--- config.mk ---
export PLATFORM = sky130hd
export DESIGN_NAME = rst_status_top
export DESIGN_NICKNAME = d
export VERILOG_FILES = /design/src/rst_pkg.sv /design/src/rst_cause_sync.sv /design/src/rst_status_regs.sv /design/src/rst_axil_slave.sv /design/src/rst_status_top.sv
export SDC_FILE = /design/constraint.sdc
export NUM_CORES = 1
export LEC_CHECK = 0
export BUFFER_PORTS_ARGS = -buffer_cell sky130_fd_sc_hd__buf_2
export CORE_ASPECT_RATIO = 0.5
export CORE_MARGIN = 2
export CORE_UTILIZATION = 55
export CTS_BUF_LIST = sky130_fd_sc_hd__clkbuf_8 sky130_fd_sc_hd__clkbuf_16
export DETAILED_ROUTE_END_ITERATION = 10
export HOLD_SLACK_MARGIN = 0.05
export PLACE_DENSITY = 0.86
export SKIP_LAST_GASP = 1
export SLEW_MARGIN = 20
export SYNTH_ARGS = -nofsm -noshare
export SYNTH_HDL_FRONTEND = slang
export SYNTH_HIERARCHICAL = 1
export SYNTH_SLANG_ARGS = --single-unit
--- constraint.sdc ---
create_clock -name s_axi_aclk -period 3.9 [get_ports s_axi_aclk]
set_clock_uncertainty 0.2 [all_clocks]
set_input_delay 0.585 -clock s_axi_aclk [delete_from_list [all_inputs] [get_ports s_axi_aclk]]
set_output_delay 0.585 -clock s_axi_aclk [all_outputs]
set_load 0.1 [all_outputs]
--- src/rst_pkg.sv ---
// Reset-cause status block
// Shared types and register map

package rst_pkg;

  localparam int NUM_CAUSES = 4;

  // Bit 0 power, bit 1 watchdog, bit 2 software, bit 3 external
  typedef logic [NUM_CAUSES-1:0] cause_vec_t;
  typedef logic [1:0]            cause_idx_t;
  typedef logic [1:0]            reg_idx_t;
  typedef logic [31:0]           axi_addr_t;
  typedef logic [31:0]           axi_data_t;
  typedef logic [1:0]            axi_resp_t;
  typedef logic [7:0]            evt_count_t;

  // Register indices decoded from address bits 3:2
  localparam reg_idx_t REG_STATUS = 2'd0;
  localparam reg_idx_t REG_COUNT  = 2'd1;
  localparam reg_idx_t REG_LAST   = 2'd2;

  localparam axi_resp_t  RESP_OKAY = 2'b00;
  localparam evt_count_t COUNT_MAX = 8'd255;

  typedef struct packed {
    logic      strobe;
    reg_idx_t  idx;
    axi_data_t data;
  } reg_wr_t;

  typedef struct packed {
    logic       valid;
    cause_idx_t idx;
  } last_cause_t;

  typedef enum logic [1:0] {WR_IDLE, WR_ADDR, WR_DATA, WR_RESP} wr_state_t;

  typedef enum logic [1:0] {RD_IDLE, RD_ADDR, RD_DATA} rd_state_t;

endpackage

--- src/rst_cause_sync.sv ---
// Reset-cause synchronizer and edge detect

module rst_cause_sync (
  input  logic               s_axi_aclk,
  input  logic               s_axi_aresetn,
  input  rst_pkg::cause_vec_t cause_in,
  output rst_pkg::cause_vec_t events
);

  rst_pkg::cause_vec_t sync_q1;
  rst_pkg::cause_vec_t sync_q2;
  rst_pkg::cause_vec_t hist_q;

  // Two-flop synchronizer chain plus one history stage
  always_ff @(posedge s_axi_aclk or negedge s_axi_aresetn) begin
    if (!s_axi_aresetn) begin
      sync_q1 <= '0;
      sync_q2 <= '0;
      hist_q  <= '0;
    end else begin
      sync_q1 <= cause_in;
      sync_q2 <= sync_q1;
      hist_q  <= sync_q2;
    end
  end

  // Registered rising edge lasting one cycle
  always_ff @(posedge s_axi_aclk or negedge s_axi_aresetn) begin
    if (!s_axi_aresetn) begin
      events <= '0;
    end else begin
      events <= sync_q2 & ~hist_q;
    end
  end

endmodule

--- src/rst_status_regs.sv ---
// Reset-cause status registers

module rst_status_regs (
  input  logic                s_axi_aclk,
  input  logic                s_axi_aresetn,
  input  rst_pkg::cause_vec_t events,
  input  rst_pkg::reg_wr_t    reg_wr,
  input  rst_pkg::reg_idx_t   rd_idx,
  output rst_pkg::axi_data_t  rd_data
);

  rst_pkg::cause_vec_t  status;
  rst_pkg::evt_count_t  count;
  rst_pkg::last_cause_t last;

  logic any_evt;
  logic clr_status;
  logic clr_count;

  // Lowest set bit wins when causes coincide
  function automatic rst_pkg::cause_idx_t lowest_cause(input rst_pkg::cause_vec_t vec);
    rst_pkg::cause_idx_t idx;
    idx = '0;
    for (int i = rst_pkg::NUM_CAUSES - 1; i >= 0; i--) begin
      if (vec[i]) begin
        idx = rst_pkg::cause_idx_t'(i);
      end
    end
    return idx;
  endfunction

  assign any_evt = |events;

  // Only an all-zero write to STATUS clears it
  assign clr_status = reg_wr.strobe && (reg_wr.idx == rst_pkg::REG_STATUS) &&
                      (reg_wr.data == '0);
  assign clr_count  = reg_wr.strobe && (reg_wr.idx == rst_pkg::REG_COUNT);

  // New events override a same-cycle clear of the sticky bits
  always_ff @(posedge s_axi_aclk or negedge s_axi_aresetn) begin
    if (!s_axi_aresetn) begin
      status <= '0;
    end else if (clr_status) begin
      status <= events;
    end else begin
      status <= status | events;
    end
  end

  // Saturating event counter
  always_ff @(posedge s_axi_aclk or negedge s_axi_aresetn) begin
    if (!s_axi_aresetn) begin
      count <= '0;
    end else if (any_evt) begin
      if (count != rst_pkg::COUNT_MAX) begin
        count <= count + 1'b1;
      end
    end else if (clr_count) begin
      count <= '0;
    end
  end

  always_ff @(posedge s_axi_aclk or negedge s_axi_aresetn) begin
    if (!s_axi_aresetn) begin
      last <= '0;
    end else if (any_evt) begin
      last.valid <= 1'b1;
      last.idx   <= lowest_cause(events);
    end else if (clr_status) begin
      last <= '0;
    end
  end

  // Unmapped indices read as zero
  always_comb begin
    rd_data = '0;
    case (rd_idx)
      rst_pkg::REG_STATUS: rd_data[rst_pkg::NUM_CAUSES-1:0] = status;
      rst_pkg::REG_COUNT:  rd_data[7:0] = count;
      rst_pkg::REG_LAST: begin
        rd_data[8]   = last.valid;
        rd_data[1:0] = last.idx;
      end
      default: rd_data = '0;
    endcase
  end

endmodule

--- src/rst_axil_slave.sv ---
// AXI4-Lite slave for the status registers

module rst_axil_slave (
  input  logic                s_axi_aclk,
  input  logic                s_axi_aresetn,
  // Write address channel
  input  rst_pkg::axi_addr_t  s_axi_awaddr,
  input  logic                s_axi_awvalid,
  output logic                s_axi_awready,
  // Write data channel with ignored strobes
  input  rst_pkg::axi_data_t  s_axi_wdata,
  input  logic [3:0]          s_axi_wstrb,
  input  logic                s_axi_wvalid,
  output logic                s_axi_wready,
  // Write response channel
  output rst_pkg::axi_resp_t  s_axi_bresp,
  output logic                s_axi_bvalid,
  input  logic                s_axi_bready,
  // Read address channel
  input  rst_pkg::axi_addr_t  s_axi_araddr,
  input  logic                s_axi_arvalid,
  output logic                s_axi_arready,
  // Read data channel
  output rst_pkg::axi_data_t  s_axi_rdata,
  output rst_pkg::axi_resp_t  s_axi_rresp,
  output logic                s_axi_rvalid,
  input  logic                s_axi_rready,
  // Register side
  output rst_pkg::reg_wr_t    reg_wr,
  output rst_pkg::reg_idx_t   rd_idx,
  input  rst_pkg::axi_data_t  rd_data
);

  rst_pkg::wr_state_t wr_state;
  rst_pkg::rd_state_t rd_state;

  logic               wr_strobe;
  rst_pkg::reg_idx_t  wr_idx;
  rst_pkg::axi_data_t wr_data;

  assign s_axi_bresp = rst_pkg::RESP_OKAY;
  assign s_axi_rresp = rst_pkg::RESP_OKAY;

  assign reg_wr = '{strobe: wr_strobe, idx: wr_idx, data: wr_data};

  // Write channel FSM
  always_ff @(posedge s_axi_aclk or negedge s_axi_aresetn) begin
    if (!s_axi_aresetn) begin
      wr_state      <= rst_pkg::WR_IDLE;
      s_axi_awready <= 1'b0;
      s_axi_wready  <= 1'b0;
      s_axi_bvalid  <= 1'b0;
      wr_strobe     <= 1'b0;
    end else begin
      wr_strobe <= 1'b0;
      case (wr_state)
        rst_pkg::WR_IDLE: begin
          if (s_axi_awvalid) begin
            s_axi_awready <= 1'b1;
            wr_state      <= rst_pkg::WR_ADDR;
          end
        end
        rst_pkg::WR_ADDR: begin
          s_axi_awready <= 1'b0;
          s_axi_wready  <= 1'b1;
          wr_state      <= rst_pkg::WR_DATA;
        end
        rst_pkg::WR_DATA: begin
          if (s_axi_wvalid) begin
            s_axi_wready <= 1'b0;
            s_axi_bvalid <= 1'b1;
            wr_strobe    <= 1'b1;
            wr_state     <= rst_pkg::WR_RESP;
          end
        end
        rst_pkg::WR_RESP: begin
          // Hold the response until the master takes it
          if (s_axi_bready) begin
            s_axi_bvalid <= 1'b0;
            wr_state     <= rst_pkg::WR_IDLE;
          end
        end
        default: wr_state <= rst_pkg::WR_IDLE;
      endcase
    end
  end

  // Write address and data capture
  always_ff @(posedge s_axi_aclk) begin
    if (wr_state == rst_pkg::WR_IDLE && s_axi_awvalid) begin
      wr_idx <= s_axi_awaddr[3:2];
    end
    if (wr_state == rst_pkg::WR_DATA && s_axi_wvalid) begin
      wr_data <= s_axi_wdata;
    end
  end

  // Read channel FSM
  always_ff @(posedge s_axi_aclk or negedge s_axi_aresetn) begin
    if (!s_axi_aresetn) begin
      rd_state      <= rst_pkg::RD_IDLE;
      s_axi_arready <= 1'b0;
      s_axi_rvalid  <= 1'b0;
      s_axi_rdata   <= '0;
      rd_idx        <= '0;
    end else begin
      case (rd_state)
        rst_pkg::RD_IDLE: begin
          if (s_axi_arvalid) begin
            s_axi_arready <= 1'b1;
            rd_idx        <= s_axi_araddr[3:2];
            rd_state      <= rst_pkg::RD_ADDR;
          end
        end
        rst_pkg::RD_ADDR: begin
          s_axi_arready <= 1'b0;
          s_axi_rdata   <= rd_data;
          s_axi_rvalid  <= 1'b1;
          rd_state      <= rst_pkg::RD_DATA;
        end
        rst_pkg::RD_DATA: begin
          if (s_axi_rready) begin
            s_axi_rvalid <= 1'b0;
            rd_state     <= rst_pkg::RD_IDLE;
          end
        end
        default: rd_state <= rst_pkg::RD_IDLE;
      endcase
    end
  end

endmodule

--- src/rst_status_top.sv ---
// Reset-cause status block top level

module rst_status_top (
  input  logic               s_axi_aclk,
  input  logic               s_axi_aresetn,
  input  rst_pkg::axi_addr_t s_axi_awaddr,
  input  logic               s_axi_awvalid,
  output logic               s_axi_awready,
  input  rst_pkg::axi_data_t s_axi_wdata,
  input  logic [3:0]         s_axi_wstrb,
  input  logic               s_axi_wvalid,
  output logic               s_axi_wready,
  output rst_pkg::axi_resp_t s_axi_bresp,
  output logic               s_axi_bvalid,
  input  logic               s_axi_bready,
  input  rst_pkg::axi_addr_t s_axi_araddr,
  input  logic               s_axi_arvalid,
  output logic               s_axi_arready,
  output rst_pkg::axi_data_t s_axi_rdata,
  output rst_pkg::axi_resp_t s_axi_rresp,
  output logic               s_axi_rvalid,
  input  logic               s_axi_rready,
  // Raw reset causes
  input  logic               pwr_rst,
  input  logic               wdt_rst,
  input  logic               sw_rst,
  input  logic               ext_rst
);

  rst_pkg::cause_vec_t cause_in;
  rst_pkg::cause_vec_t events;
  rst_pkg::reg_wr_t    reg_wr;
  rst_pkg::reg_idx_t   rd_idx;
  rst_pkg::axi_data_t  rd_data;

  assign cause_in = {ext_rst, sw_rst, wdt_rst, pwr_rst};

  rst_cause_sync u_sync (
    .s_axi_aclk    (s_axi_aclk),
    .s_axi_aresetn (s_axi_aresetn),
    .cause_in      (cause_in),
    .events        (events)
  );

  rst_status_regs u_regs (
    .s_axi_aclk    (s_axi_aclk),
    .s_axi_aresetn (s_axi_aresetn),
    .events        (events),
    .reg_wr        (reg_wr),
    .rd_idx        (rd_idx),
    .rd_data       (rd_data)
  );

  rst_axil_slave u_axil (
    .s_axi_aclk    (s_axi_aclk),
    .s_axi_aresetn (s_axi_aresetn),
    .s_axi_awaddr  (s_axi_awaddr),
    .s_axi_awvalid (s_axi_awvalid),
    .s_axi_awready (s_axi_awready),
    .s_axi_wdata   (s_axi_wdata),
    .s_axi_wstrb   (s_axi_wstrb),
    .s_axi_wvalid  (s_axi_wvalid),
    .s_axi_wready  (s_axi_wready),
    .s_axi_bresp   (s_axi_bresp),
    .s_axi_bvalid  (s_axi_bvalid),
    .s_axi_bready  (s_axi_bready),
    .s_axi_araddr  (s_axi_araddr),
    .s_axi_arvalid (s_axi_arvalid),
    .s_axi_arready (s_axi_arready),
    .s_axi_rdata   (s_axi_rdata),
    .s_axi_rresp   (s_axi_rresp),
    .s_axi_rvalid  (s_axi_rvalid),
    .s_axi_rready  (s_axi_rready),
    .reg_wr        (reg_wr),
    .rd_idx        (rd_idx),
    .rd_data       (rd_data)
  );

endmodule

==> flow_metrics.py <==
metrics = {
    "finish": {
        "drive_above_1_share_pct": 36.76,
        "multi_input_area_sq_mm": 0.001379,
        "insertedDiodeCount": 0,
        "fin_area_sq_mm": 0.005167,
        "regArea_sq_mm": 0.002898,
        "area_growth_pct": 14.79,
        "postLayoutCoreUtil_pct": 64.83,
        "layout.nets": 501,
        "num-fill-cells": 608,
    },
    "sta": {
        "slew_viol_final": 0,
        "fin_ws_ns": 1.830,
        "rsz0062_at_grt": "no",
        "maxSlewHeadroom_pct": 39.62,
        "tns_ns": 0,
        "setup_viol": 0,
        "post-route-min-period_ns": 2.070,
        "final.period_utilization_pct": 53.07,
        "worstMarginPinSlew_ns": 0.9056,
        "fmax_ghz": 0.4832,
        "hold_viol": 0,
    },
    "grt": {
        "grtUsageTotal_pct": 16.84,
        "grt_pass1_vias": 2391,
        "grt_pass1_wl_um": 11480,
        "grt_max_degree": 76,
        "antenna_found_initial": 0,
        "overflow": 0,
    },
    "die": {
        "rows": 23,
        "start_util_pct": 56.47,
        "core_area_sq_mm": 0.007971,
        "fp.dieH_um": 67.98,
        "io_pins": 152,
        "die_w_um": 131.9,
        "dieArea_sq_mm": 0.008969,
    },
    "logic_synthesis": {
        "synth-edff-count": 34,
        "synth-async-reset-ratio_pct": 68.81,
        "avgSynthCellArea_sq_um": 15.21,
        "ys_ff_latch": 109,
        "yosysWarnings": 6,
        "synth_ff_type": "dfrtp_1",
        "seq_area_frac_synth_pct": 64.37,
        "synth_cell_types": 44,
        "synth_cells": 296,
        "syn-cell-area_sq_mm": 0.004502,
    },
    "critical_path": {
        "worstPathCellList": "nor2b_4 > buf_4 > mux2_1",
        "crit_buf_inv": 1,
        "cp.depth": 3,
        "startpoint_type": "register",
        "ff2ff_path_depth": 3,
        "cp.required_ns": 3.92,
        "end_kind": "register",
        "critPathTopFamily": "simple AND/OR/NAND/NOR gates",
        "cp_slowest_cell": "nor2b_4",
        "crit_type": "reg -> reg",
        "cpPeakStageDelay_ns": 0.51,
        "cp_max_fo": 20,
        "arrival_ns": 2.09,
    },
    "flow_run": {
        "cap_violations": 0,
    },
    "power": {
        "fin_total_pwr_w": 0.004850,
        "power.leakage_nw": 2.359,
        "p_per_area_mw_per_mm2": 938.5,
        "irDropWorstVdd_mv": 0.4567,
    },
    "route": {
        "vias": 2433,
        "first_pass_iters": 4,
        "drc_errors": 0,
        "drt_iter0_markers": 147,
        "vias_per_cell": 4.856,
        "routed_wirelength_um": 7100,
        "ant_nets": 0,
        "wl_per_cell_um": 14.17,
    },
    "cts": {
        "cts_resized": 0,
        "clock_tree.buffer_depth": 2,
        "clkSinkCount": 109,
        "h-tree-depth": 3,
        "cts_root_buf": "clkbuf_16",
        "tritoncts": "built",
        "clkSlewWorstSetupHoldPaths_ns": 0.07,
        "cts_hold_buf": 0,
        "clk_latency_ns": 0.34,
        "post_cts_buffers": 0,
        "cts_buffers": 9,
    },
    "run_status": {
        "status": "completed",
    },
    "place": {
        "placedInstanceArea_sq_mm": 0.004883,
        "place_ws_ns": 1.824,
        "hpwl_um": 5008,
        "place_congestion": 0.7502,
        "io_buffers": 83,
    },
    "min_path": {
        "min_path_type": "in -> reg",
        "hold_path_depth": 1,
    },
}
[cells in the mapped netlist (4+ instances only)]
cell type  instances  area share [%]
a21o_1             5            0.83
a21oi_1            7            0.78
a31oi_1            6            0.83
and2_1             6            0.83
buf_4             28             4.7
dfrtp_1           75              42
edfxtp_1          34              23
ha_1               6             1.7
inv_1              9            0.75
mux2_1             7             1.8
mux2_4            28             9.3
mux2i_1            5             1.1
nand2_1            8            0.67
nand3_1            4            0.44
nor2_1            13             1.1
nor2b_1            4            0.56
nor2b_4            5             1.5
nor4_1             7            0.97
o21ai_0            6            0.67
[routing by layer]
metal / track usage [%] / wire (um) / up-vias
li1: - / - / 1174
met1: 21.20 / 3150 / 1190
met2: 29.10 / 3582 / 64
met3: 4.815 / 312 / 5
met4: 5.435 / 54 / 0
met5: 0 / 0 / -
[cells in the final DEF (no fill, tap or decap), types with 2 or more instances in the layout]
cell type and instances:
nand3_1 4, nor4_1 7, a21o_1 5, clkbuf_16 9, nand2_1 8, inv_1 9, clkinvlp_4 3, mux2_4 28
conb_1 27, nor3_1 2, mux2_1 7, a21oi_1 7, a31oi_1 6, dfrtp_1 75, nor2b_4 5, edfxtp_1 34
buf_2 82, a31o_2 2, and4_1 2, o21ai_0 6, and2_1 6, nor2b_1 4, and3_1 3, mux2i_1 5
inv_8 2, ha_1 6, buf_4 3, nor2_1 13
[logic make-up (layout without fill, tap and decap cells)]
kind of cell	count (synthesis)	after routing	share of synthesized area, %
AOI/OAI and AO/OA	37	37	5.920
other	2	27	0.1668
and+or+nand+nor	59	59	8.338
buffers and inverters	42	110	7.087
adders and majority gates	6	6	1.668
DFF	109	109	64.37
muxes	41	41	12.45
[sequential cells by signal, summed over array words and instances (netlist names), 2 cells and up]
register,cells
u_axil/wr_data,32
u_axil/wr_state,2
u_axil/wr_idx,2
u_sync/sync_q1,4
u_regs/count,8
u_regs/last,3
u_sync/sync_q2,4
u_sync/events,4
u_sync/hist_q,4
u_axil/rd_state,2
u_axil/s_axi_rdata,32
u_regs/status,4
u_axil/rd_idx,2
[final cells by class]
| cell class | instances | area share (%) |
|---|---|---|
| flip-flops and latches | 109 | 56.08 |
| multi-input cells | 170 | 26.68 |
| repair buffers | 85 | 8.378 |
| clock buffers | 9 | 4.358 |
| well taps | 112 | 2.712 |
| clock inverters | 7 | 1.138 |
| inverters | 9 | 0.6538 |
[metrics by stage]
step / hold slack [ns] / cells
final: 0.1444 / 501
after global routing: 0.1280 / 501
after CTS: 0.1329 / 501
after detailed placement: 0.1347 / 485
after global placement: 0.1335 / 485
after floorplan: 0.08941 / 321
[path summary, 6_finish.rpt]
check	from	to	slack, ns
max	u_axil/rd_state[0]	u_axil/s_axi_rdata[27]	1.83
max in group asynchronous	s_axi_aresetn	u_axil/s_axi_rdata[7]	2.75
min reg2reg	u_sync/sync_q1[0]	u_sync/sync_q2[0]	0.15
max reg2reg	u_axil/rd_state[0]	u_axil/s_axi_rdata[27]	1.83
min	sw_rst	u_sync/sync_q1[2]	0.14
min in group asynchronous	s_axi_aresetn	u_sync/sync_q1[2]	0.17
[where the power goes]
group / internal [W] / switching, W / leakage [nW]
Combinational: 0.000546 / 0.00173 / 1.03
Clock: 0.000442 / 0.000411 / 0.128
Sequential: 0.00151 / 0.000211 / 1.20
Total: 0.00250 / 0.00235 / 2.36
No activity file was read; power rests on OpenSTA's default activity.
